==> src/design/raster_config.svh <==
`ifndef RASTER_CONFIG_SVH
`define RASTER_CONFIG_SVH

// memory depths, kept small for simulation
`define RM_VERT_DEPTH 1024
`define RM_TRI_DEPTH  1024
`define RM_BUF_CNT    16    // vertex and triangle buffers each
`define RM_INST_CNT   16    // entry 0 is the camera

`define RM_IDX_W      8     // vertex index and buffer count
`define RM_DATA_W     32    // one float
`define RM_ADDR_W     10    // covers both RAM depths
`define RM_BUF_ID_W   4
`define RM_INST_ID_W  4

`endif
==> src/design/raster_pkg.sv <==
`include "raster_config.svh"

package raster_pkg;

    typedef enum logic [3:0] {
        OP_WIPE     = 4'd0,
        OP_VERT_BUF = 4'd1,
        OP_TRI_BUF  = 4'd2,
        OP_INST_NEW = 4'd3,
        OP_INST_UPD = 4'd4
    } opcode_e;

    typedef enum logic [3:0] {
        ST_OK        = 4'd0,
        ST_BAD_COUNT = 4'd2,
        ST_BAD_OP    = 4'd3
    } status_e;

    // 3 x 32 bit coordinates, 3 attribute nibbles
    typedef struct packed {
        logic [`RM_DATA_W-1:0] x;
        logic [`RM_DATA_W-1:0] y;
        logic [`RM_DATA_W-1:0] z;
        logic [2:0][3:0]       attr;
    } vertex_t;

    typedef struct packed {
        logic [2:0][`RM_IDX_W-1:0] idx;    // idx[0] in the low bits
    } tri_t;

    typedef struct packed {
        logic [$bits(vertex_t)-$bits(tri_t)-1:0] pad;
        tri_t                                    face;
    } tri_word_t;

    // one load word, vertex or triangle depending on the command
    typedef union packed {
        vertex_t   vtx;
        tri_word_t tw;
    } load_word_u;

    typedef struct packed {
        logic [2:0][`RM_DATA_W-1:0] pos;
        logic [2:0][`RM_DATA_W-1:0] rot;
        logic [2:0][`RM_DATA_W-1:0] scl;
        logic [`RM_BUF_ID_W-1:0]    vbuf_id;
        logic [`RM_BUF_ID_W-1:0]    tbuf_id;
    } transform_t;

endpackage

==> src/design/scene_loader.sv <==
`timescale 1ns/1ps
`include "raster_config.svh"

module scene_loader (
    input  logic                     clk,
    input  logic                     rst,
    input  logic                     opcode_valid,
    input  raster_pkg::opcode_e      opcode,
    input  logic                     hdr_valid,
    input  logic [`RM_ADDR_W-1:0]    buf_base,
    input  logic [`RM_IDX_W-1:0]     buf_count,
    input  logic                     word_valid,
    input  raster_pkg::load_word_u   load_word,
    input  logic                     inst_valid,
    input  raster_pkg::transform_t   transform_in,
    input  logic [`RM_INST_ID_W-1:0] inst_id_in,
    output raster_pkg::status_e      status,
    output logic [`RM_BUF_ID_W-1:0]  vert_id_out,
    output logic [`RM_BUF_ID_W-1:0]  tri_id_out,
    output logic [`RM_INST_ID_W-1:0] inst_id_out,
    output logic                     cmd_busy,
    output logic                     vtx_we,
    output logic [`RM_ADDR_W-1:0]    vtx_waddr,
    output raster_pkg::vertex_t      vtx_wdata,
    output logic                     tri_we,
    output logic [`RM_ADDR_W-1:0]    tri_waddr,
    output raster_pkg::tri_t         tri_wdata,
    output logic                     vdesc_we,
    output logic                     tdesc_we,
    output logic [`RM_BUF_ID_W-1:0]  desc_waddr,
    output logic [`RM_ADDR_W-1:0]    desc_base,
    output logic [`RM_IDX_W-1:0]     desc_count,
    output logic                     inst_we,
    output logic [`RM_INST_ID_W-1:0] inst_waddr,
    output raster_pkg::transform_t   inst_wdata
);
    import raster_pkg::*;

    typedef enum logic [2:0] {
        S_IDLE, S_VERT_HDR, S_VERT_DATA, S_TRI_HDR, S_TRI_DATA, S_INST_NEW, S_INST_UPD
    } state_e;

    state_e                   state;
    logic [`RM_BUF_ID_W-1:0]  next_vert_id;
    logic [`RM_BUF_ID_W-1:0]  next_tri_id;
    logic [`RM_INST_ID_W-1:0] next_inst_id;
    logic [`RM_ADDR_W-1:0]    cur_base;
    logic [`RM_IDX_W-1:0]     cur_count;
    logic [`RM_IDX_W-1:0]     item_cnt;     // words written so far
    logic                     in_data;
    logic                     buf_full;
    logic                     hdr_take;
    logic                     word_take;

    assign in_data   = (state == S_VERT_DATA) || (state == S_TRI_DATA);
    assign buf_full  = (item_cnt == cur_count);
    assign hdr_take  = hdr_valid && ((state == S_VERT_HDR) || (state == S_TRI_HDR));
    assign word_take = word_valid && in_data && !buf_full;
    assign cmd_busy  = (state != S_IDLE);

    // load word goes to whichever RAM the state selects
    assign vtx_we    = word_take && (state == S_VERT_DATA);
    assign tri_we    = word_take && (state == S_TRI_DATA);
    assign vtx_waddr = cur_base + item_cnt;
    assign tri_waddr = cur_base + item_cnt;
    assign vtx_wdata = load_word.vtx;
    assign tri_wdata = load_word.tw.face;

    assign vdesc_we   = hdr_take && (state == S_VERT_HDR);
    assign tdesc_we   = hdr_take && (state == S_TRI_HDR);
    assign desc_waddr = (state == S_TRI_HDR) ? next_tri_id : next_vert_id;
    assign desc_base  = buf_base;
    assign desc_count = buf_count;

    assign inst_we    = inst_valid && ((state == S_INST_NEW) || (state == S_INST_UPD));
    assign inst_waddr = (state == S_INST_NEW) ? next_inst_id : inst_id_in;

    always_comb begin
        inst_wdata = transform_in;
        if (state == S_INST_NEW) begin
            // new instance binds the most recently created buffers
            inst_wdata.vbuf_id = vert_id_out;
            inst_wdata.tbuf_id = tri_id_out;
        end
    end

    always_ff @(posedge clk or posedge rst) begin
        if (rst) begin
            state        <= S_IDLE;
            status       <= ST_OK;
            next_vert_id <= '0;
            next_tri_id  <= '0;
            next_inst_id <= `RM_INST_ID_W'(1);   // 0 is the camera
            vert_id_out  <= '0;
            tri_id_out   <= '0;
            inst_id_out  <= '0;
            item_cnt     <= '0;
        end else begin
            case (state)
                S_IDLE: if (opcode_valid) begin
                    case (opcode)
                        OP_WIPE: begin
                            next_vert_id <= '0;
                            next_tri_id  <= '0;
                            next_inst_id <= `RM_INST_ID_W'(1);
                            status       <= ST_OK;
                        end
                        OP_VERT_BUF: state  <= S_VERT_HDR;
                        OP_TRI_BUF:  state  <= S_TRI_HDR;
                        OP_INST_NEW: state  <= S_INST_NEW;
                        OP_INST_UPD: state  <= S_INST_UPD;
                        default:     status <= ST_BAD_OP;
                    endcase
                end
                S_VERT_HDR, S_TRI_HDR: if (hdr_valid) begin
                    item_cnt <= '0;
                    if (state == S_VERT_HDR) begin
                        vert_id_out  <= next_vert_id;
                        next_vert_id <= next_vert_id + 1'b1;
                        state        <= S_VERT_DATA;
                    end else begin
                        tri_id_out  <= next_tri_id;
                        next_tri_id <= next_tri_id + 1'b1;
                        state       <= S_TRI_DATA;
                    end
                end
                S_VERT_DATA, S_TRI_DATA: begin
                    if (buf_full) begin
                        status <= word_valid ? ST_BAD_COUNT : ST_OK;  // word past the end
                        state  <= S_IDLE;
                    end else if (word_valid) begin
                        item_cnt <= item_cnt + 1'b1;
                    end
                end
                S_INST_NEW: if (inst_valid) begin
                    inst_id_out  <= next_inst_id;
                    next_inst_id <= next_inst_id + 1'b1;
                    status       <= ST_OK;
                    state        <= S_IDLE;
                end
                S_INST_UPD: if (inst_valid) begin
                    status <= ST_OK;
                    state  <= S_IDLE;
                end
                default: state <= S_IDLE;
            endcase
            if (opcode_valid && state != S_IDLE) begin
                status <= ST_BAD_OP;   // opcode while busy is dropped
            end
        end
    end

    always_ff @(posedge clk) begin
        if (hdr_take) begin
            cur_base  <= buf_base;
            cur_count <= buf_count;
        end
    end

endmodule

==> config.mk <==
export PLATFORM = sky130hd
export DESIGN_NAME = scene_loader
export DESIGN_NICKNAME = d
export VERILOG_FILES = /design/src/design/raster_pkg.sv /design/src/design/scene_loader.sv
export VERILOG_INCLUDE_DIRS = /design/src /design/src/design
export SDC_FILE = /design/constraint.sdc
export NUM_CORES = 1
export LEC_CHECK = 0
export ABC_AREA = 1
export ABC_CLOCK_PERIOD_IN_PS = 4000
export BUFFER_PORTS_ARGS = -buffer_cell sky130_fd_sc_hd__clkbuf_2
export CAP_MARGIN = 0
export CORE_AREA = 10 10 358 360
export DETAILED_ROUTE_END_ITERATION = 16
export DIE_AREA = 0 0 368 370
export SYNTH_ARGS = -nofsm -noshare
export SYNTH_HDL_FRONTEND = slang
export SYNTH_SLANG_ARGS = --single-unit
==> constraint.sdc <==
create_clock -name clk -period 4 [get_ports clk]
set_clock_uncertainty 0.15 [all_clocks]
set_input_delay 0.4 -clock clk [delete_from_list [all_inputs] [get_ports clk]]
set_output_delay 0.4 -clock clk [all_outputs]
set_load 0.01 [all_outputs]
==> out/metrics.yaml, run 1 <==
cells_and_area:
  final_layout_size_suffix_gt1_share_pct: 28.7
  nNetsFinal: 964
  area_growth_pct: -9.51
  fin_area_um2: 5920
  fin_util_pct: 4.89
clock_network:
  cts_sinks: 55
  post_cts_resized: 0
  htree_levels: 2
  clockBufferDepth: 2
  root_buffer: "clkbuf_16"
  cts_hold_buf: 0
  cts_setup_buffers: 0
  clock_latency_ps: 320
  cts_buffers: 5
  cts_tree: "done"
  clk_pin_slew_worst_paths_ps: 80
drt:
  firstDrtPassIters: 5
  first_iter_violations: 104
  drcViolationCount: 0
  totalWireLength_um: 66800
  vias: 3812
  wl_per_cell_um: 31.2
  vias_per_cell: 1.78
  ant_nets: 0
floorplanning:
  die_y_um: 370
  die_w_um: 368
  core-area_um2: 121000
  row_count: 128
  io_pins: 932
  initial_core_util_pct: 5.40
  die-area_um2: 136000
timing:
  hold_viol_final: 0
  finalSetupTns_ps: 0
  fin_crit_ps: 3380
  max_freq_ghz: 0.296
  slew_headroom_pct: 60.8
  layout_setup_ws_ps: 617
  slew_violations: 0
  rsz0062_at_grt: "false"
  setup_violations: 0
  worstMarginPinSlew_ps: 587
  post-route-period-util_pct: 84.6
worst_setup_path:
  cp_top_family: "adder cells"
  worstPathArrival_ps: 2830
  crit_slowest_cell: "xnor2_1"
  worstPathMaxFanout: 6
  rrSetupSlack_ps: 1800
  crit_top_cell: "nor2_1"
  path_cells: "ha_1 -> inv_1 -> fa_1 -> o21ai_0 -> a21oi_1 -> nor2_1 -> nor2_1 -> xnor2_1 -> clkbuf_2"
  critPathRequiredTime_ps: 3450
  crit_buf_inv: 2
  cp-end-kind: "output port"
  startpoint_type: "register"
  cpPeakStageDelay_ps: 470
  worst-setup-path-type: "reg -> out"
grt:
  grt_pass1_wl_um: 75200
  grt_max_degree: 38
  track_usage_pct: 9.28
  grt_pass1_vias: 4025
  antenna_found_initial: 5
  grt_overflow: 0
logic_synthesis:
  ys_types: 35
  postSynthCellCount: 846
  synth_edf_count: 18
  avgSynthCellArea_um2: 7.73
  synthesis.area_um2: 6540
  synthArstFlopShare_pct: 67.3
  yosys_warnings: 0
  synth-seq-cells: 55
  synth_flop_cell: "dfrtp_1"
  ys_seq_area_share_pct: 22.4
status:
  status: "finished, final reports clean"
job:
  drv_cap: 0
power_and_ir_drop:
  power_mw: 2.57
  cellLeakagePower_nw: 2.08
  ir_drop_v: 0.000322
  power_per_cell_area_nw_per_um2: 433
placement:
  gp_congestion: 0.894
  io_buffers: 113
  hpwl_um: 64100
  pre_cts_slack_ps: 1000
  place_area_um2: 5760
min_path:
  min_path_type: "in -> async"
[routing by layer]
metal | part of all wire (%) | vias to the layer above | global-route usage [%] | routed length [µm]
met3 | 38 | 94 | 16.4 | 25100
met5 | 0.70 | - | 2.59 | 469
met1 | 13 | 1538 | 3.44 | 8710
met2 | 47 | 651 | 15.5 | 31300
met4 | 1.9 | 6 | 1.66 | 1260
li1 | - | 1523 | - | -
[sequential cells by signal, summed over array words and instances, names as in the netlist]
signal	count
item_cnt	8
status	2
state	3
cur_base	10
tri_id_out	4
next_vert_id	4
next_tri_id	4
next_inst_id	4
cur_count	8
inst_id_out	4
vert_id_out	4
[worst paths after layout]
kind / start / end / cells after the start
setup / recovery: item_cnt[0]$_DFFE_PP0P_ / tri_waddr[6] / 9
hold / removal: rst / status[0]$_DFFE_PP0P_ / 3
setup reg to reg: state[1]$_DFFE_PP0P_ / item_cnt[2]$_DFFE_PP0P_ / 8
hold reg to reg: status[0]$_DFFE_PP0P_ / status[0]$_DFFE_PP0P_ / 2
max in group asynchronous: rst / item_cnt[4]$_DFFE_PP0P_ / 3
min in group clk: buf_count[2] / cur_count[2]$_DFFE_PP_ / 1
[stage by stage]
| stage | hold WS, ps | cells |
|---|---|---|
| after global routing | 88.7 | 2141 |
| after detailed placement | 329 | 2133 |
| final | 39.2 | 2142 |
| after floorplan | 342 | 847 |
| after global placement | 314 | 2133 |
| after CTS | 59.5 | 2141 |
[layout by cell type, fill, tap and decap left out, drive strengths merged]
master    Yosys  routed
a21boi        1       1
a21oi        19      19
a31oi         1       1
buf         453       3
clkbuf        2     119
clkinv        1       2
clkinvlp      0       1
conb          1       2
dfrtp        36      36
dfstp         1       1
diode         0       1
edfxtp       18      18
fa            1       1
ha           12      12
inv          49      49
nand2       128     128
nand3        21      21
nand3b        2       2
nand4         5       5
nor2         28      28
nor3          5       5
nor4          1       1
o211ai        1       1
o21ai        43      43
o21bai        2       2
o31ai         1       1
xnor2         5       5
xor2          9       9
[final cells by class]
| type | count | area [µm²] |
|---|---|---|
| antenna | 1 | 2.50 |
| clock buffer | 6 | 139 |
| clock inverter | 2 | 16.3 |
| fill | 14449 | 115000 |
| inverter | 50 | 188 |
| multi-input combinational | 287 | 1490 |
| sequential | 55 | 1470 |
| tap | 1625 | 2030 |
| timing repair buffer | 116 | 588 |
[cells in the mapped netlist, types with 2 or more instances]
cell type	count	area share [%]
ha_1	12	2.3
nor2_4	3	0.52
dfrtp_1	36	14
nor3_1	4	0.31
edfxtp_1	18	8.3
nand3_1	20	1.5
clkbuf_1	2	0.11
nand2_2	4	0.38
o21ai_1	13	0.99
o21bai_1	2	0.23
buf_2	2	0.15
buf_4	450	52
nand2_1	124	7.1
nor2_1	22	1.3
inv_2	9	0.52
nand3b_1	2	0.23
inv_1	40	2.3
xor2_1	9	1.2
a21oi_1	19	1.5
nor2_2	3	0.29
nand4_1	5	0.48
o21ai_0	30	2.3
xnor2_1	5	0.67
[worst reg2reg max path, cell delays in order (launching register included)]
cell and delay (ps):
dfrtp_1 470, inv_2 120, nand3_1 110, nand2_1 460
nand2_1 210, nand2_1 110, nand2_2 230, nand2_1 150
o21ai_1 60
[power breakdown]
part | total, mW | switching (mW) | leakage, nW | internal [mW]
Sequential | 0.849 | 0.116 | 0.659 | 0.734
Clock | 0.496 | 0.244 | 0.0731 | 0.252
Combinational | 1.22 | 0.849 | 1.35 | 0.372
[cell families (layout without fill, tap and decap cells)]
logic type	Yosys count	after routing	synth area share [%]
AO/OA/AOI/OAI	68	68	5.47
XOR/XNOR	14	14	1.87
AND/OR/NAND/NOR	190	190	12.6
flip-flops	55	55	22.4
buffers and inverters	505	174	55.0
adder cells (fa/ha/maj)	13	13	2.60
other	1	3	0.0573
(Power assumes the default switching activity.)
==> run 2: changes to the inputs <==
--- a/config.mk
+++ b/config.mk
@@ -7,12 +7,12 @@
 export NUM_CORES = 1
 export LEC_CHECK = 0
 export ABC_AREA = 1
-export ABC_CLOCK_PERIOD_IN_PS = 4000
+export ABC_CLOCK_PERIOD_IN_PS = 3400
 export BUFFER_PORTS_ARGS = -buffer_cell sky130_fd_sc_hd__clkbuf_2
 export CAP_MARGIN = 0
-export CORE_AREA = 10 10 358 360
+export CORE_AREA = 10 10 354 356
 export DETAILED_ROUTE_END_ITERATION = 16
-export DIE_AREA = 0 0 368 370
+export DIE_AREA = 0 0 364 366
 export SYNTH_ARGS = -nofsm -noshare
 export SYNTH_HDL_FRONTEND = slang
 export SYNTH_SLANG_ARGS = --single-unit
==> constraint.sdc (replaced) <==
create_clock -name clk -period 3.4 [get_ports clk]
set_clock_uncertainty 0.15 [all_clocks]
set_input_delay 0.34 -clock clk [delete_from_list [all_inputs] [get_ports clk]]
set_output_delay 0.34 -clock clk [all_outputs]
set_load 0.01 [all_outputs]
==> out/metrics.yaml, run 2 (synthesized netlist as in run 1, its figures left out) <==
grt:
  grt_pass1_wl_um: 79100  # was 75200 µm
  track_usage_pct: 10.0  # was 9.28%
  antenna_found_initial: 6  # was 5
  use_met3_pct: 17.7  # was 16.4%
  grt_overflow: 0  # unchanged
  top_usage_layer: "met3"  # unchanged
  grt_pass1_vias: 3954  # was 4025
  grt_max_degree: 23  # was 38
  use_met1_pct: 3.48  # was 3.44%
  grt_use_met2_pct: 16.7  # was 15.5%
timing:
  worstMarginPinSlew_ps: 814  # was 587 ps
  max_freq_ghz: 0.333
  rsz0062_at_grt: "false"  # unchanged
  slew_violations: 0  # unchanged
  setup_violations: 0  # unchanged
  finalSetupTns_ps: 0  # unchanged
  slew_headroom_pct: 45.7  # was 60.8%
  holdWs_ps: -2.05  # was 39.2 ps
  fin_crit_ps: 3010
  hold_viol_final: 4  # was 0
  post-route-period-util_pct: 88.4
power_and_ir_drop:
  power_per_cell_area_nw_per_um2: 521  # was 433 nW/µm²
  combPwrFrac_pct: 48.0  # was 47.6%
  p_sw_mw: 1.44  # was 1.21 mW
  cellLeakagePower_nw: 2.09  # was 2.08 nW
  ir_drop_v: 0.000448  # was 0.000322 V
  p_int_mw: 1.60  # was 1.36 mW
  clockPowerShare_pct: 18.8  # was 19.3%
  swShare_pct: 47.4  # was 47.1%
  p_seq_share_pct: 33.1  # about the same
floorplanning:
  core-area_um2: 118000  # was 121000 µm²
  die-area_um2: 133000  # was 136000 µm²
  io_pins: 932  # unchanged
  initial_core_util_pct: 5.55  # was 5.40%
  row_count: 126  # was 128
  die_w_um: 364  # was 368 µm
  die_y_um: 366  # was 370 µm
clock_network:
  cts_sinks: 55  # unchanged
  cts_tree: "done"  # unchanged
  root_buffer: "clkbuf_16"  # unchanged
  clk_pin_slew_worst_paths_ps: 80  # about the same
  post_cts_resized: 0  # unchanged
  htree_levels: 2  # unchanged
  cts_buffers: 5  # unchanged
  cts_setup_buffers: 0  # unchanged
  clock_latency_ps: 320  # about the same
  cts_hold_buf: 0  # unchanged
  clockBufferDepth: 2  # unchanged
drt:
  vias: 3913  # was 3812
  ant_nets: 0  # unchanged
  firstDrtPassIters: 4  # was 5
  wl_per_cell_um: 34.5  # was 31.2 µm
  vias_per_cell: 1.90  # was 1.78
  drcViolationCount: 0  # unchanged
  totalWireLength_um: 70900  # was 66800 µm
  first_iter_violations: 162  # was 104
cells_and_area:
  final_cell_mix: "nand2_1, clkbuf_2, inv_1"  # unchanged
  final_layout_size_suffix_gt1_share_pct: 29.0  # was 28.7%
  area_growth_pct: -11.0  # was -9.51%
  nNetsFinal: 966  # was 964
  fin_area_um2: 5820  # was 5920 µm²
  largest_registers: "cur_base (10), cur_count (8), item_cnt (8)"  # unchanged
  fill_cells: 13874  # was 14449
  regMostFlops: "cur_base"  # unchanged
  final_common_cell: "nand2_1"  # unchanged
  largest_reg_flops: 10  # unchanged
status:
  status: "finished, violations left"  # was finished, final reports clean
  violations: "negative hold slack"
worst_setup_path:
  rr_startpoint: "state[1]$_DFFE_PP0P_"  # unchanged
  critPathRequiredTime_ps: 2910  # was 3450 ps
  cp-end-kind: "output port"  # unchanged
  worstPathMaxFanout: 6  # unchanged
  worst-setup-path-type: "reg -> out"  # unchanged
  worstPathArrival_ps: 2520  # was 2830 ps
  rrSetupSlack_ps: 1210  # was 1800 ps
  startpoint_type: "register"  # unchanged
  cp-startpoint: "item_cnt[0]$_DFFE_PP0P_"  # unchanged
placement:
  gp_congestion: 0.899  # was 0.894
  hpwl_um: 68300  # was 64100 µm
  place_area_um2: 5670  # was 5760 µm²
  io_buffers: 113  # unchanged
min_path:
  min_path_type: "in -> async"  # unchanged
job:
  drv_cap: 0  # unchanged
-- run 2: worst max-delay path, stage by stage (launching register included) --
cell and delay (ps):
dfrtp_1 440, ha_1 170, inv_1 70, fa_1 410, o21ai_0 340, nand4_1 130, o211ai_1 130, xor2_1 180
buf_4 170, clkbuf_2 150
-- run 2: path summary, 6_finish.rpt --
| kind | endpoint | cells past startpoint |
|---|---|---|
| setup / recovery | tri_waddr[8] | 9 |
| hold / removal | next_vert_id[1]$_DFFE_PP0P_ | 2 |
| setup reg to reg | item_cnt[2]$_DFFE_PP0P_ | 8 |
| hold reg to reg | inst_id_out[3]$_DFFE_PP0P_ | 2 |
| max in group asynchronous | item_cnt[7]$_DFFE_PP0P_ | 3 |
| min in group clk | cur_base[6]$_DFFE_PP_ | 1 |
-- run 2: cell type report --
cell class                      instances  area, µm²  area share (%)
Tap cell                             1536       1920            33.0
Multi-Input combinational cell        287       1490            25.5
Sequential cell                        55       1470            25.2
Timing Repair Buffer                  118        603            10.4
Inverter                               50        188            3.22
Clock buffer                            6        139            2.39
Clock inverter                          2       16.3           0.279
Antenna cell                            1       2.50          0.0430
-- run 2: through the flow --
stage                     util [%]  power, mW  hold slack [ps]  setup slack, ps  instances
after floorplan                  -       2.46              289              926        847
after global placement        4.81       2.50              311              753       2046
after detailed placement      4.81       2.51              333              692       2046
after CTS                     4.94       3.11             8.61              334       2054
after global routing          4.94       3.28             38.3              169       2054
final                         4.94       3.03            -2.05              393       2055
-- run 2: metal layers --
| layer | vias up | part of all wire, % | routed length (µm) |
|---|---|---|---|
| met3 | 103 | 38 | 27000 |
| met1 | 1585 | 12 | 8680 |
| li1 | 1532 | - | - |
| met5 | - | 0.17 | 121 |
| met4 | 2 | 3.0 | 2130 |
| met2 | 691 | 47 | 33000 |
-- run 2: power by group through the flow --
stage / Clock, mW / Combinational [mW] / Sequential, mW
3_3_place_gp: 0 / 1.49 / 1.01
2_1_floorplan: 0 / 1.45 / 1.01
3_5_place_dp: 0 / 1.49 / 1.01
5_1_grt: 0.618 / 1.64 / 1.02
4_1_cts: 0.603 / 1.50 / 1.00
6_report: 0.571 / 1.46 / 1.01
