===== src/design/raster_config.svh =====
`ifndef RASTER_CONFIG_SVH
`define RASTER_CONFIG_SVH

// memory depths, kept small for simulation
`define RM_VERT_DEPTH 1024
`define RM_TRI_DEPTH  1024
`define RM_BUF_CNT    16    // vertex and triangle buffers each
`define RM_INST_CNT   16    // entry 0 is the camera

`define RM_IDX_W      8     // vertex index and buffer count
`define RM_DATA_W     32    // one float
`define RM_ADDR_W     10    // covers both RAM depths
`define RM_BUF_ID_W   4
`define RM_INST_ID_W  4

`endif

===== src/design/raster_pkg.sv =====
`include "raster_config.svh"

package raster_pkg;

    typedef enum logic [3:0] {
        OP_WIPE     = 4'd0,
        OP_VERT_BUF = 4'd1,
        OP_TRI_BUF  = 4'd2,
        OP_INST_NEW = 4'd3,
        OP_INST_UPD = 4'd4
    } opcode_e;

    typedef enum logic [3:0] {
        ST_OK        = 4'd0,
        ST_BAD_COUNT = 4'd2,
        ST_BAD_OP    = 4'd3
    } status_e;

    // 3 x 32 bit coordinates, 3 attribute nibbles
    typedef struct packed {
        logic [`RM_DATA_W-1:0] x;
        logic [`RM_DATA_W-1:0] y;
        logic [`RM_DATA_W-1:0] z;
        logic [2:0][3:0]       attr;
    } vertex_t;

    typedef struct packed {
        logic [2:0][`RM_IDX_W-1:0] idx;    // idx[0] in the low bits
    } tri_t;

    typedef struct packed {
        logic [$bits(vertex_t)-$bits(tri_t)-1:0] pad;
        tri_t                                    face;
    } tri_word_t;

    // one load word, vertex or triangle depending on the command
    typedef union packed {
        vertex_t   vtx;
        tri_word_t tw;
    } load_word_u;

    typedef struct packed {
        logic [2:0][`RM_DATA_W-1:0] pos;
        logic [2:0][`RM_DATA_W-1:0] rot;
        logic [2:0][`RM_DATA_W-1:0] scl;
        logic [`RM_BUF_ID_W-1:0]    vbuf_id;
        logic [`RM_BUF_ID_W-1:0]    tbuf_id;
    } transform_t;

endpackage


===== src/design/draw_walker.sv =====
`timescale 1ns/1ps
`include "raster_config.svh"

module draw_walker (
    input  logic                       clk,
    input  logic                       rst,
    input  logic                       rd_en,
    input  logic [`RM_INST_ID_W-1:0]   rd_inst_id,
    output logic [`RM_BUF_ID_W-1:0]    vdesc_raddr,
    output logic [`RM_BUF_ID_W-1:0]    tdesc_raddr,
    output logic [`RM_INST_ID_W-1:0]   inst_raddr,
    output logic [`RM_ADDR_W-1:0]      vtx_raddr,
    output logic [`RM_ADDR_W-1:0]      tri_raddr,
    input  logic [`RM_ADDR_W-1:0]      vdesc_base,
    input  logic [`RM_IDX_W-1:0]       vdesc_count,
    input  logic [`RM_ADDR_W-1:0]      tdesc_base,
    input  logic [`RM_IDX_W-1:0]       tdesc_count,
    input  raster_pkg::transform_t     inst_rdata,
    input  raster_pkg::vertex_t        vtx_rdata,
    input  raster_pkg::tri_t           tri_rdata,
    output logic                       draw_busy,
    output logic [3*`RM_DATA_W-1:0]    cord_out,
    output logic [3*`RM_DATA_W-1:0]    agl_out,
    output logic [3*`RM_DATA_W-1:0]    scale_out,
    output raster_pkg::vertex_t        vert_out,
    output logic                       draw_valid
);
    import raster_pkg::*;

    typedef enum logic [1:0] {W_IDLE, W_DESC, W_TRI, W_VERT} state_e;

    state_e                   state;
    logic [`RM_INST_ID_W-1:0] inst_q;
    logic [`RM_ADDR_W-1:0]    vbase;
    logic [`RM_ADDR_W-1:0]    tbase;
    logic [`RM_IDX_W-1:0]     tri_total;
    logic [`RM_IDX_W-1:0]     tri_cnt;
    tri_t                     cur_tri;
    logic [1:0]               vsel;        // corner within the triangle
    logic                     last_vert;
    logic                     last_tri;

    // descriptor lookup chains off the instance entry
    assign inst_raddr  = inst_q;
    assign vdesc_raddr = inst_rdata.vbuf_id;
    assign tdesc_raddr = inst_rdata.tbuf_id;
    assign tri_raddr   = tbase + tri_cnt;
    assign vtx_raddr   = vbase + cur_tri.idx[vsel];

    assign vert_out   = vtx_rdata;
    assign draw_valid = (state == W_VERT);
    assign draw_busy  = (state != W_IDLE);
    assign last_vert  = (vsel == 2'd2);
    assign last_tri   = (tri_cnt + 1'b1 == tri_total);

    always_ff @(posedge clk or posedge rst) begin
        if (rst) begin
            state   <= W_IDLE;
            tri_cnt <= '0;
            vsel    <= '0;
        end else begin
            case (state)
                W_IDLE: if (rd_en) begin
                    state <= W_DESC;
                end
                W_DESC: begin
                    tri_cnt <= '0;
                    state   <= W_TRI;
                end
                W_TRI: begin
                    if (tri_cnt == tri_total) begin
                        state <= W_IDLE;        // empty buffer
                    end else begin
                        vsel  <= '0;
                        state <= W_VERT;
                    end
                end
                W_VERT: begin
                    vsel <= vsel + 1'b1;
                    if (last_vert) begin
                        tri_cnt <= tri_cnt + 1'b1;
                        state   <= last_tri ? W_IDLE : W_TRI;
                    end
                end
                default: state <= W_IDLE;
            endcase
        end
    end

    always_ff @(posedge clk) begin
        if (state == W_IDLE && rd_en) begin
            inst_q <= rd_inst_id;
        end
        if (state == W_DESC) begin
            cord_out  <= inst_rdata.pos;
            agl_out   <= inst_rdata.rot;
            scale_out <= inst_rdata.scl;
            vbase     <= vdesc_base;
            tbase     <= tdesc_base;
            tri_total <= (vdesc_count == '0) ? '0 : tdesc_count;  // nothing to draw without vertices
        end
        if (state == W_TRI) begin
            cur_tri <= tri_rdata;
        end
    end

endmodule


===== config.mk =====
export PLATFORM = sky130hd
export DESIGN_NAME = draw_walker
export DESIGN_NICKNAME = d
export VERILOG_FILES = /design/src/design/raster_pkg.sv /design/src/design/draw_walker.sv
export VERILOG_INCLUDE_DIRS = /design/src /design/src/design
export SDC_FILE = /design/constraint.sdc
export NUM_CORES = 1
export LEC_CHECK = 0
export BUFFER_PORTS_ARGS = -buffer_cell sky130_fd_sc_hd__clkbuf_2
export CAP_MARGIN = 30
export CELL_PAD_IN_SITES_DETAIL_PLACEMENT = 0
export CELL_PAD_IN_SITES_GLOBAL_PLACEMENT = 1
export CORE_AREA = 3 3 355 357
export CTS_BUF_LIST = sky130_fd_sc_hd__clkbuf_4 sky130_fd_sc_hd__clkbuf_8
export DETAILED_ROUTE_END_ITERATION = 6
export DIE_AREA = 0 0 358 360
export PLACE_DENSITY_LB_ADDON = 0.1
export SYNTH_ARGS = -nofsm -noshare
export SYNTH_HDL_FRONTEND = slang
export SYNTH_SLANG_ARGS = --single-unit

===== constraint.sdc =====
create_clock -name clk -period 13.5 [get_ports clk]
set_input_delay 4.05 -clock clk [delete_from_list [all_inputs] [get_ports clk]]
set_output_delay 4.05 -clock clk [all_outputs]
set_load 0.1 [all_outputs]

==> results.toml, run 1 <==
[status]
outcome = "finished clean"

[sta]
rsz0062_at_grt = "no"
worst_slew_pin_tran_ns = 0.8737
timing.fmax_mhz = 123.4
report.final.setup_viol = 0
finalClockSkew_ns = 0.05261
hold-worst-slack_ns = 0.6559
post-route-min-period_ns = 8.103
maxSlewViolCount = 0
final.period_utilization_pct = 60.02
slew_margin_rel_pct = 41.75
fin_setup_tns_ns = 0
hold_viol = 0

[route]
vias_per_cell = 2.775
post-route-drc-count = 0
vias = 8434
routed-wl-met2_mm = 27.80
top_signal_layer_used = "met5"
routed_wire_length_per_instance_um = 17.91
postRouteAntennaNets = 0
drt_first_pass_iters = 7
wl_met3_mm = 7.380
detail_route.wirelength_mm = 54.44
wirelength_met1_mm = 16.73
first_iter_violations = 384

[clock_tree]
post-cts-setup-buffers = 0
clk_pin_slew_ns = 0.06
clock_tree.htree_level_count = 3
tritoncts_buffers = 81
root_buffer = "sky130_fd_sc_hd__clkbuf_8"
cts_tree = "yes"
post_cts_resized = 0
cts-root-to-sink-buffers = 3
worst_skew_pair.late_latency_ns = 0.74
holdBufCountCts = 0
tritoncts_num_sinks = 356

[final_layout]
number_of_standard_cells_in_the_layout_taps_in_and_fillers_out = 3039
post-route-cell-area_um2 = 19280
multi_input_area_um2 = 1418
nFillCells = 13790
mostFrequentLayoutCells = "sky130_fd_sc_hd__clkbuf_2, sky130_fd_sc_hd__edfxtp_1, sky130_fd_sc_hd__clkbuf_8"
seqCellArea_um2 = 10630
utilization_pct = 15.63
final_layout_size_suffix_gt1_share_pct = 58.43
layout_commonest_cell = "sky130_fd_sc_hd__clkbuf_2"
area_delta_synth_final_pct = 48.13
final_net_count = 1818

[logic_synthesis]
synth.yosys.seq_area_share_pct = 81.68
post_synth_num_cell_types = 44
syn_nets = 1186
synth_cells = 695
yosys_warnings = 0
syn_area_um2 = 13010
postSynthRegisterBits = 356
syn_avg_cell_area_um2 = 18.73

[hold_path]
worstHoldPathType = "flop to flop"

[placed_design]
placed_cells_incl_taps = 2880
place.detailed.hpwl_mm = 42.43
detailed_place.area_um2 = 17540
port_buffers = 668
place_congestion = 0.6944

[critical_path]
critical_path_required_ns = 9.45
crit_path_max_fanout = 1
worstSetupEndpointType = "output pin"
critPathKind = "input port to output pin"
cp_data_arrival_time_ns = 4.05
setup.worst_path.start_class = "input port"

[grt]
grt_usage_pct = 8.274
grt_pass1_vias = 9475
number_of_antenna_violations_at_the_first_check_in_global_routing = 31
pin_count_of_the_biggest_net_entering_global_routing = 138
global_route.overflow_total = 0
first_pass_grt_wire_length_mm = 73.30

[floorplanning]
floorplan.die.height_um = 360
initial_core_utilization_pct = 10.55
rows = 129
die_area_um2 = 128900
coreArea_um2 = 123300
boundaryPins = 901
chipWidth_um = 358

[power]
p_leak_nw = 7.599
power.ir.vdd_worst_mv = 0.2300
p_per_area_nw_per_um2 = 176.5

[flow_run]
drv_cap = 0
==> state kept, by name, indices dropped and copies added, names as in the netlist, 4 cells and up <==
signal      flops
scale_out      96
tri_total       8
cord_out       96
vbase          10
agl_out        96
tri_cnt         8
cur_tri        24
tbase          10
inst_raddr      4
==> through the flow <==
stage,setup slack [ns],power [mW]
floorplan,4.130,2.096
global placement,5.396,2.130
detailed placement,5.396,2.124
CTS,5.222,3.510
global route,4.978,3.593
finish,5.397,3.403
==> area by class of cell <==
type / count / area share (%)
multi-input cells: 201 / 7.353
flip-flops and latches: 356 / 55.14
well taps: 1637 / 10.62
diodes: 14 / 0.1817
repair buffers: 674 / 17.74
clock inverters: 28 / 1.493
inverters: 13 / 0.2531
clock buffers: 116 / 7.211
==> cell families (layout without fill, tap and decap cells) <==
| family | after synthesis | count (layout) | share of synthesized area (%) |
|---|---|---|---|
| compound gates | 64 | 64 | 3.057 |
| xor+xnor | 28 | 28 | 1.942 |
| fa+ha+maj | 20 | 20 | 2.038 |
| buf+inv | 138 | 831 | 7.508 |
| flops | 356 | 356 | 81.68 |
| mux | 9 | 9 | 0.6922 |
| other cells | 0 | 14 | 0 |
| simple gates | 80 | 80 | 3.086 |
==> report_power, final <==
group | internal (mW) | switching [mW] | leakage, nW
registers | 1.26 | 0.0445 | 3.24
clock network | 0.759 | 0.554 | 0.887
logic | 0.179 | 0.611 | 3.47
total | 2.19 | 1.21 | 7.60
==> synth_stat cells, drive strengths merged <==
master	instances	share of area (%)
o32a	1	0.077
or2	1	0.048
a21oi	14	0.54
a41oi	1	0.067
o31ai	6	0.35
o21bai	1	0.058
o41ai	1	0.13
a21boi	1	0.058
nor4	5	0.34
a31oi	3	0.14
clkinv	1	0.029
and4	1	0.067
nor2	14	0.40
or3	1	0.048
o21a	2	0.12
fa	2	0.31
o21ai	26	1.0
nand2b	2	0.096
nor2b	1	0.048
a22o	2	0.13
dfrtp	12	2.3
xor2	10	0.73
buf	124	7.1
nand3	7	0.27
and3	3	0.14
a21o	5	0.29
nand4	3	0.14
a41o	1	0.077
nor3	6	0.27
and2	9	0.43
ha	18	1.7
inv	12	0.35
xnor2	18	1.2
mux2i	9	0.69
clkbuf	1	0.029
nand2	27	0.78
edfxtp	344	79
==> final timing paths <==
| check | start | end | slack [ns] | cells past startpoint |
|---|---|---|---|---|
| setup / recovery | vtx_rdata[99] | vert_out[99] | 5.40 | 0 |
| hold / removal | tri_cnt[5] | tri_cnt[5] | 0.66 | 1 |
| setup reg to reg | state[0] | scale_out[45] | 10.32 | 4 |
| hold reg to reg | tri_cnt[5] | tri_cnt[5] | 0.66 | 1 |
| max in group asynchronous | rst | vsel[1] | 9.68 | 2 |
| min in group asynchronous | rst | tri_cnt[5] | 3.39 | 2 |
==> metal layers <==
layer | up-vias | track usage (%)
met4 | 30 | 4.117
met1 | 3945 | 7.191
met2 | 489 | 14.21
li1 | 3796 | -
met3 | 174 | 5.801
met5 | - | 0
No activity file was read; power rests on OpenSTA's default activity.
==> run 2: changes to the inputs <==
==> constraint.sdc (replaced) <==
create_clock -name clk -period 7.4 [get_ports clk]
set_input_delay 2.22 -clock clk [delete_from_list [all_inputs] [get_ports clk]]
set_output_delay 2.22 -clock clk [all_outputs]
set_load 0.1 [all_outputs]
==> results.toml, run 2 (synthesis results as in run 1) <==
[sta]
hold_viol = 0
worst_slew_pin_tran_ns = 1.023
report.final.setup_viol = 0
rsz0062_at_grt = "no"
fin_setup_tns_ns = 0
post-route-min-period_ns = 6.167
maxSlewViolCount = 0
slew_margin_rel_pct = 31.82
final.period_utilization_pct = 83.33
finalClockSkew_ns = 0.04354
timing.fmax_mhz = 162.2

[final_layout]
area_delta_synth_final_pct = 46.68
nFillCells = 13860
layout_commonest_cell = "sky130_fd_sc_hd__clkbuf_2"
number_of_standard_cells_in_the_layout_taps_in_and_fillers_out = 3032
utilization_pct = 15.48
multi_input_area_um2 = 1418
final_net_count = 1815
final_layout_size_suffix_gt1_share_pct = 57.78
largestRegisters = "agl_out (96), cord_out (96), scale_out (96)"
mostFrequentLayoutCells = "sky130_fd_sc_hd__clkbuf_2, sky130_fd_sc_hd__edfxtp_1, sky130_fd_sc_hd__clkbuf_8"
seqCellArea_um2 = 10630

[clock_tree]
post_cts_resized = 0
root_buffer = "sky130_fd_sc_hd__clkbuf_8"
clock_tree.htree_level_count = 3
clk_pin_slew_ns = 0.06
holdBufCountCts = 0
worst_skew_pair.late_latency_ns = 0.72
tritoncts_num_sinks = 356
tritoncts_buffers = 78
cts_tree = "yes"
cts-root-to-sink-buffers = 3
post-cts-setup-buffers = 0

[flow_run]
drv_cap = 0

[grt]
pin_count_of_the_biggest_net_entering_global_routing = 163
first_pass_grt_wire_length_mm = 75.05
grt_pass1_vias = 9524
number_of_antenna_violations_at_the_first_check_in_global_routing = 27
global_route.overflow_total = 0
grt_usage_pct = 8.487

[critical_path]
worstSetupEndpointType = "output pin"
critPathKind = "flop to output pin"
cp_data_arrival_time_ns = 3.95
crit_path_max_fanout = 11
critical_path.max_stage_delay_ns = 0.66
cpLargestDelayFamily = "compound AO/OA/AOI/OAI gates"
path_cells = "nor2_1 -> a21oi_1 -> inv_1 -> ha_1 -> a21o_1 -> a21oi_1 -> o21ai_1 -> a41o_1 -> nand2_1 -> xnor2_1 -> clkbuf_2"
critical_path_required_ns = 5.18
path_buf_inv = 2
setup.worst_path.start_class = "flop"
r2r_setup_slack_ns = 4.75
timing.critical_path.mode_cell = "sky130_fd_sc_hd__a21oi_1"
worst_path_max_delay_cell = "sky130_fd_sc_hd__dfrtp_1"

[power]
p_leak_nw = 7.499
fin_total_pwr_mw = 5.990
p_per_area_nw_per_um2 = 313.8
power.ir.vdd_worst_mv = 0.4689

[route]
drt_first_pass_iters = 4
vias_per_cell = 2.778
vias = 8423
detail_route.wirelength_mm = 55.85
post-route-drc-count = 0
routed_wire_length_per_instance_um = 18.42
postRouteAntennaNets = 0
first_iter_violations = 288

[floorplanning]
floorplan.die.height_um = 360
die_area_um2 = 128900
initial_core_utilization_pct = 10.55
chipWidth_um = 358
rows = 129
boundaryPins = 901
coreArea_um2 = 123300

[placed_design]
placed_cells_incl_taps = 2881
port_buffers = 668
place_congestion = 0.7151
place.detailed.hpwl_mm = 44.24

[hold_path]
worstHoldPathType = "flop to flop"

[status]
outcome = "finished clean"
run 2: cell types whose count changed in the layout (fill, tap and decap cells not counted), moves of 2 or more:
cell                        before  now
sky130_fd_sc_hd__inv_12          1    3
sky130_fd_sc_hd__clkbuf_8       83   78
sky130_fd_sc_hd__bufinv_16       5    2
sky130_fd_sc_hd__clkbuf_4       33   23
sky130_fd_sc_hd__clkinv_1       16   22
sky130_fd_sc_hd__clkinv_2        3    6
run 2: worst paths after layout:
| path | startpoint | end | depth (start not counted) |
|---|---|---|---|
| hold reg to reg | tri_cnt[5] | tri_cnt[5] | 1 |
| hold / removal | tri_cnt[5] | tri_cnt[5] | 1 |
| min in group asynchronous | rst | state[0] | 2 |
| setup / recovery | vsel[1] | vtx_raddr[9] | 11 |
| setup reg to reg | state[0] | scale_out[27] | 4 |
| max in group asynchronous | rst | tri_cnt[4] | 2 |
run 2: power breakdown:
group          internal [mW]  total (mW)  switching [mW]
Clock                   1.18        2.19            1.01
Combinational          0.326        1.44            1.11
Sequential              2.29        2.37          0.0765
Total                   3.80        5.99            2.19
run 2: routing by layer:
| metal | vias to the layer above | wire length (um) | global-route usage (%) |
|---|---|---|---|
| met2 | 473 | 29090 | 14.95 |
| li1 | 3789 | - | - |
| met3 | 150 | 7670 | 5.923 |
| met4 | 16 | 1708 | 3.126 |
| met5 | - | 108 | 0 |
| met1 | 3995 | 17270 | 7.514 |
run 2: layout make-up:
class / instances / area share, %
Sequential cell: 356 / 55.68
Timing Repair Buffer: 674 / 17.81
Tap cell: 1637 / 10.73
Multi-Input combinational cell: 201 / 7.426
Clock buffer: 101 / 6.528
Clock inverter: 36 / 1.383
Inverter: 13 / 0.2556
Antenna cell: 14 / 0.1835
run 2: worst reg2reg max path, stage by stage, from the launching register on:
cell                      delay, ns
sky130_fd_sc_hd__dfrtp_1       0.61
sky130_fd_sc_hd__inv_1         0.30
sky130_fd_sc_hd__nor2_4        0.17
sky130_fd_sc_hd__buf_4         0.32
sky130_fd_sc_hd__buf_12        0.62
run 2: through the flow:
step           hold slack, ns  worst slack [ns]  instance area (um^2)
4_1_cts                0.6113            0.9751                 19060
3_3_place_gp           0.6241             1.831                 17550
3_5_place_dp           0.6042             1.869                 17550
6_report               0.5972             1.233                 19090
5_1_grt                0.6590            0.7337                 19070
2_1_floorplan          0.5076             1.414                 13020
==> run 3: changes to the inputs <==
==> constraint.sdc (replaced) <==
create_clock -name clk -period 5 [get_ports clk]
set_input_delay 1.5 -clock clk [delete_from_list [all_inputs] [get_ports clk]]
set_output_delay 1.5 -clock clk [all_outputs]
set_load 0.1 [all_outputs]
==> results.toml, run 3 (synthesis results as in run 1) <==
[route]
detail_route.wirelength_mm = 54.53
routed_wire_length_per_instance_um = 17.92
first_iter_violations = 377
post-route-drc-count = 0
vias = 8432
drt_first_pass_iters = 4
postRouteAntennaNets = 0
vias_per_cell = 2.771

[power]
netSwitchingFraction_pct = 36.29
pwr-share-comb_pct = 27.1
p_switching_mw = 3.310
power.ir.vdd_worst_mv = 0.6719
p_per_area_nw_per_um2 = 470.7
cell_internal_power_mw = 5.813
power_frac_clock_pct = 34.9
p_seq_share_pct = 38.0
p_leak_nw = 7.620

[critical_path]
worstSetupEndpointType = "output pin"
critPathKind = "flop to output pin"
cpLargestDelayFamily = "compound AO/OA/AOI/OAI gates"
path_cells = "buf_6 -> mux2i_1 -> o21ai_1 -> ha_2 -> inv_1 -> fa_2 -> nor2b_1 -> o21ai_1 -> a21boi_1 -> o21a_1 -> nor2_2 -> xnor2_2 -> buf_12"
path_buf_inv = 3
critical_path_required_ns = 3.50
timing.critical_path.mode_cell = "sky130_fd_sc_hd__o21ai_1"
setup.worst_path.start_class = "flop"
worst_path_max_delay_cell = "sky130_fd_sc_hd__dfrtp_2"
cp_data_arrival_time_ns = 3.25
critical_path.max_stage_delay_ns = 0.42
crit_path_max_fanout = 7

[clock_tree]
cts_tree = "yes"
tritoncts_buffers = 80
holdBufCountCts = 0
worst_skew_pair.late_latency_ns = 0.74
clock_tree.htree_level_count = 3
tritoncts_num_sinks = 356
cts-root-to-sink-buffers = 3
clk_pin_slew_ns = 0.04
root_buffer = "sky130_fd_sc_hd__clkbuf_8"

[final_layout]
multi_input_area_um2 = 1479
seqCellArea_um2 = 10630
final_layout_size_suffix_gt1_share_pct = 59.99
final_net_count = 1835
layout_commonest_cell = "sky130_fd_sc_hd__clkbuf_2"
mostFrequentLayoutCells = "sky130_fd_sc_hd__clkbuf_2, sky130_fd_sc_hd__edfxtp_1, sky130_fd_sc_hd__clkbuf_8"
largestRegisters = "agl_out (96), cord_out (96), scale_out (96)"
area_delta_synth_final_pct = 48.93
number_of_standard_cells_in_the_layout_taps_in_and_fillers_out = 3043
nFillCells = 13840

[floorplanning]
chipWidth_um = 358
rows = 129
die_area_um2 = 128900
boundaryPins = 901
floorplan.die.height_um = 360
coreArea_um2 = 123300
initial_core_utilization_pct = 10.55

[grt]
grt_usage_pct = 8.315
global_route.overflow_total = 0
pin_count_of_the_biggest_net_entering_global_routing = 80
grt_pass1_vias = 9518
first_pass_grt_wire_length_mm = 73.61
number_of_antenna_violations_at_the_first_check_in_global_routing = 21

[sta]
worst_slew_pin_tran_ns = 0.7253
hold_viol = 0
rsz0062_at_grt = "yes"
post-route-min-period_ns = 4.754
timing.fmax_mhz = 210.4
maxSlewViolCount = 0
final.period_utilization_pct = 95.08
finalClockSkew_ns = 0.03717
slew_margin_rel_pct = 51.85
report.final.setup_viol = 0
fin_setup_tns_ns = 0

[flow_run]
drv_cap = 0

[placed_design]
port_buffers = 668
place_congestion = 0.7202
placed_cells_incl_taps = 2885
place.detailed.hpwl_mm = 42.74

[status]
outcome = "finished clean"

[hold_path]
worstHoldPathType = "flop to flop"
==> run 3: worst paths after layout <==
path	from	end	slack, ns	cells after the start
min in group asynchronous	rst	tri_cnt[2]	0.87	2
setup reg to reg	state[1]	scale_out[49]	2.92	3
setup / recovery	vsel[1]	vtx_raddr[6]	0.25	13
hold reg to reg	vsel[0]	vsel[0]	0.52	1
max in group asynchronous	rst	vsel[0]	3.61	2
hold / removal	vsel[0]	vsel[0]	0.52	1
==> run 3: repair_timing <==
action                                  CTS  global route
buffers inserted                          3            11
pin swaps                                 6             4
gates resized for setup                  15             7
hold endpoints to repair                  0             0
endpoints found under the setup margin    9             5
gates cloned                              0             0
==> run 3: metal layers <==
layer  up-vias  track usage [%]  wire [um]  share of wire [%]
met3       138            6.161       7775                 14
met2       461            14.73      28730                 53
met5         -                0        128               0.23
met4        18            3.327       1894                3.5
li1       3817                -          -                  -
met1      3998            6.971      16000                 29
==> run 3: power by group through the flow <==
stage,clock (mW),combinational (mW),sequential [mW]
3_5_place_dp,0,2.36,3.54
6_report,3.18,2.47,3.47
3_3_place_gp,0,2.38,3.54
5_1_grt,3.54,2.63,3.48
4_1_cts,3.43,2.42,3.48
2_1_floorplan,0,2.08,3.61
==> run 3: per-stage QoR <==
stage          util (%)  instance area (um^2)  setup slack, ns  power [mW]  hold slack (ns)
2_1_floorplan         -                 13050          -0.5960       5.683           0.5076
3_3_place_gp      14.34                 17690           0.4690       5.912           0.5775
3_5_place_dp      14.36                 17710           0.4818       5.900           0.5836
4_1_cts           15.60                 19240       -0.0007772       9.334           0.5911
5_1_grt           15.70                 19360         -0.04586       9.647           0.5529
6_report          15.72                 19380           0.2460       9.123           0.5183
==> run 3: worst reg2reg max path, stage by stage (launching register included) <==
cell and delay, ns:
sky130_fd_sc_hd__dfrtp_1 0.55, sky130_fd_sc_hd__nor2_4 0.47, sky130_fd_sc_hd__buf_12 0.23, sky130_fd_sc_hd__buf_12 0.38
==> run 3: area by class of cell <==
type | count | area share (%)
clock buffers | 102 | 6.532
multi-input cells | 201 | 7.630
flip-flops and latches | 356 | 54.86
diodes | 14 | 0.1807
well taps | 1637 | 10.57
clock inverters | 28 | 1.001
repair buffers | 692 | 18.95
inverters | 13 | 0.2776
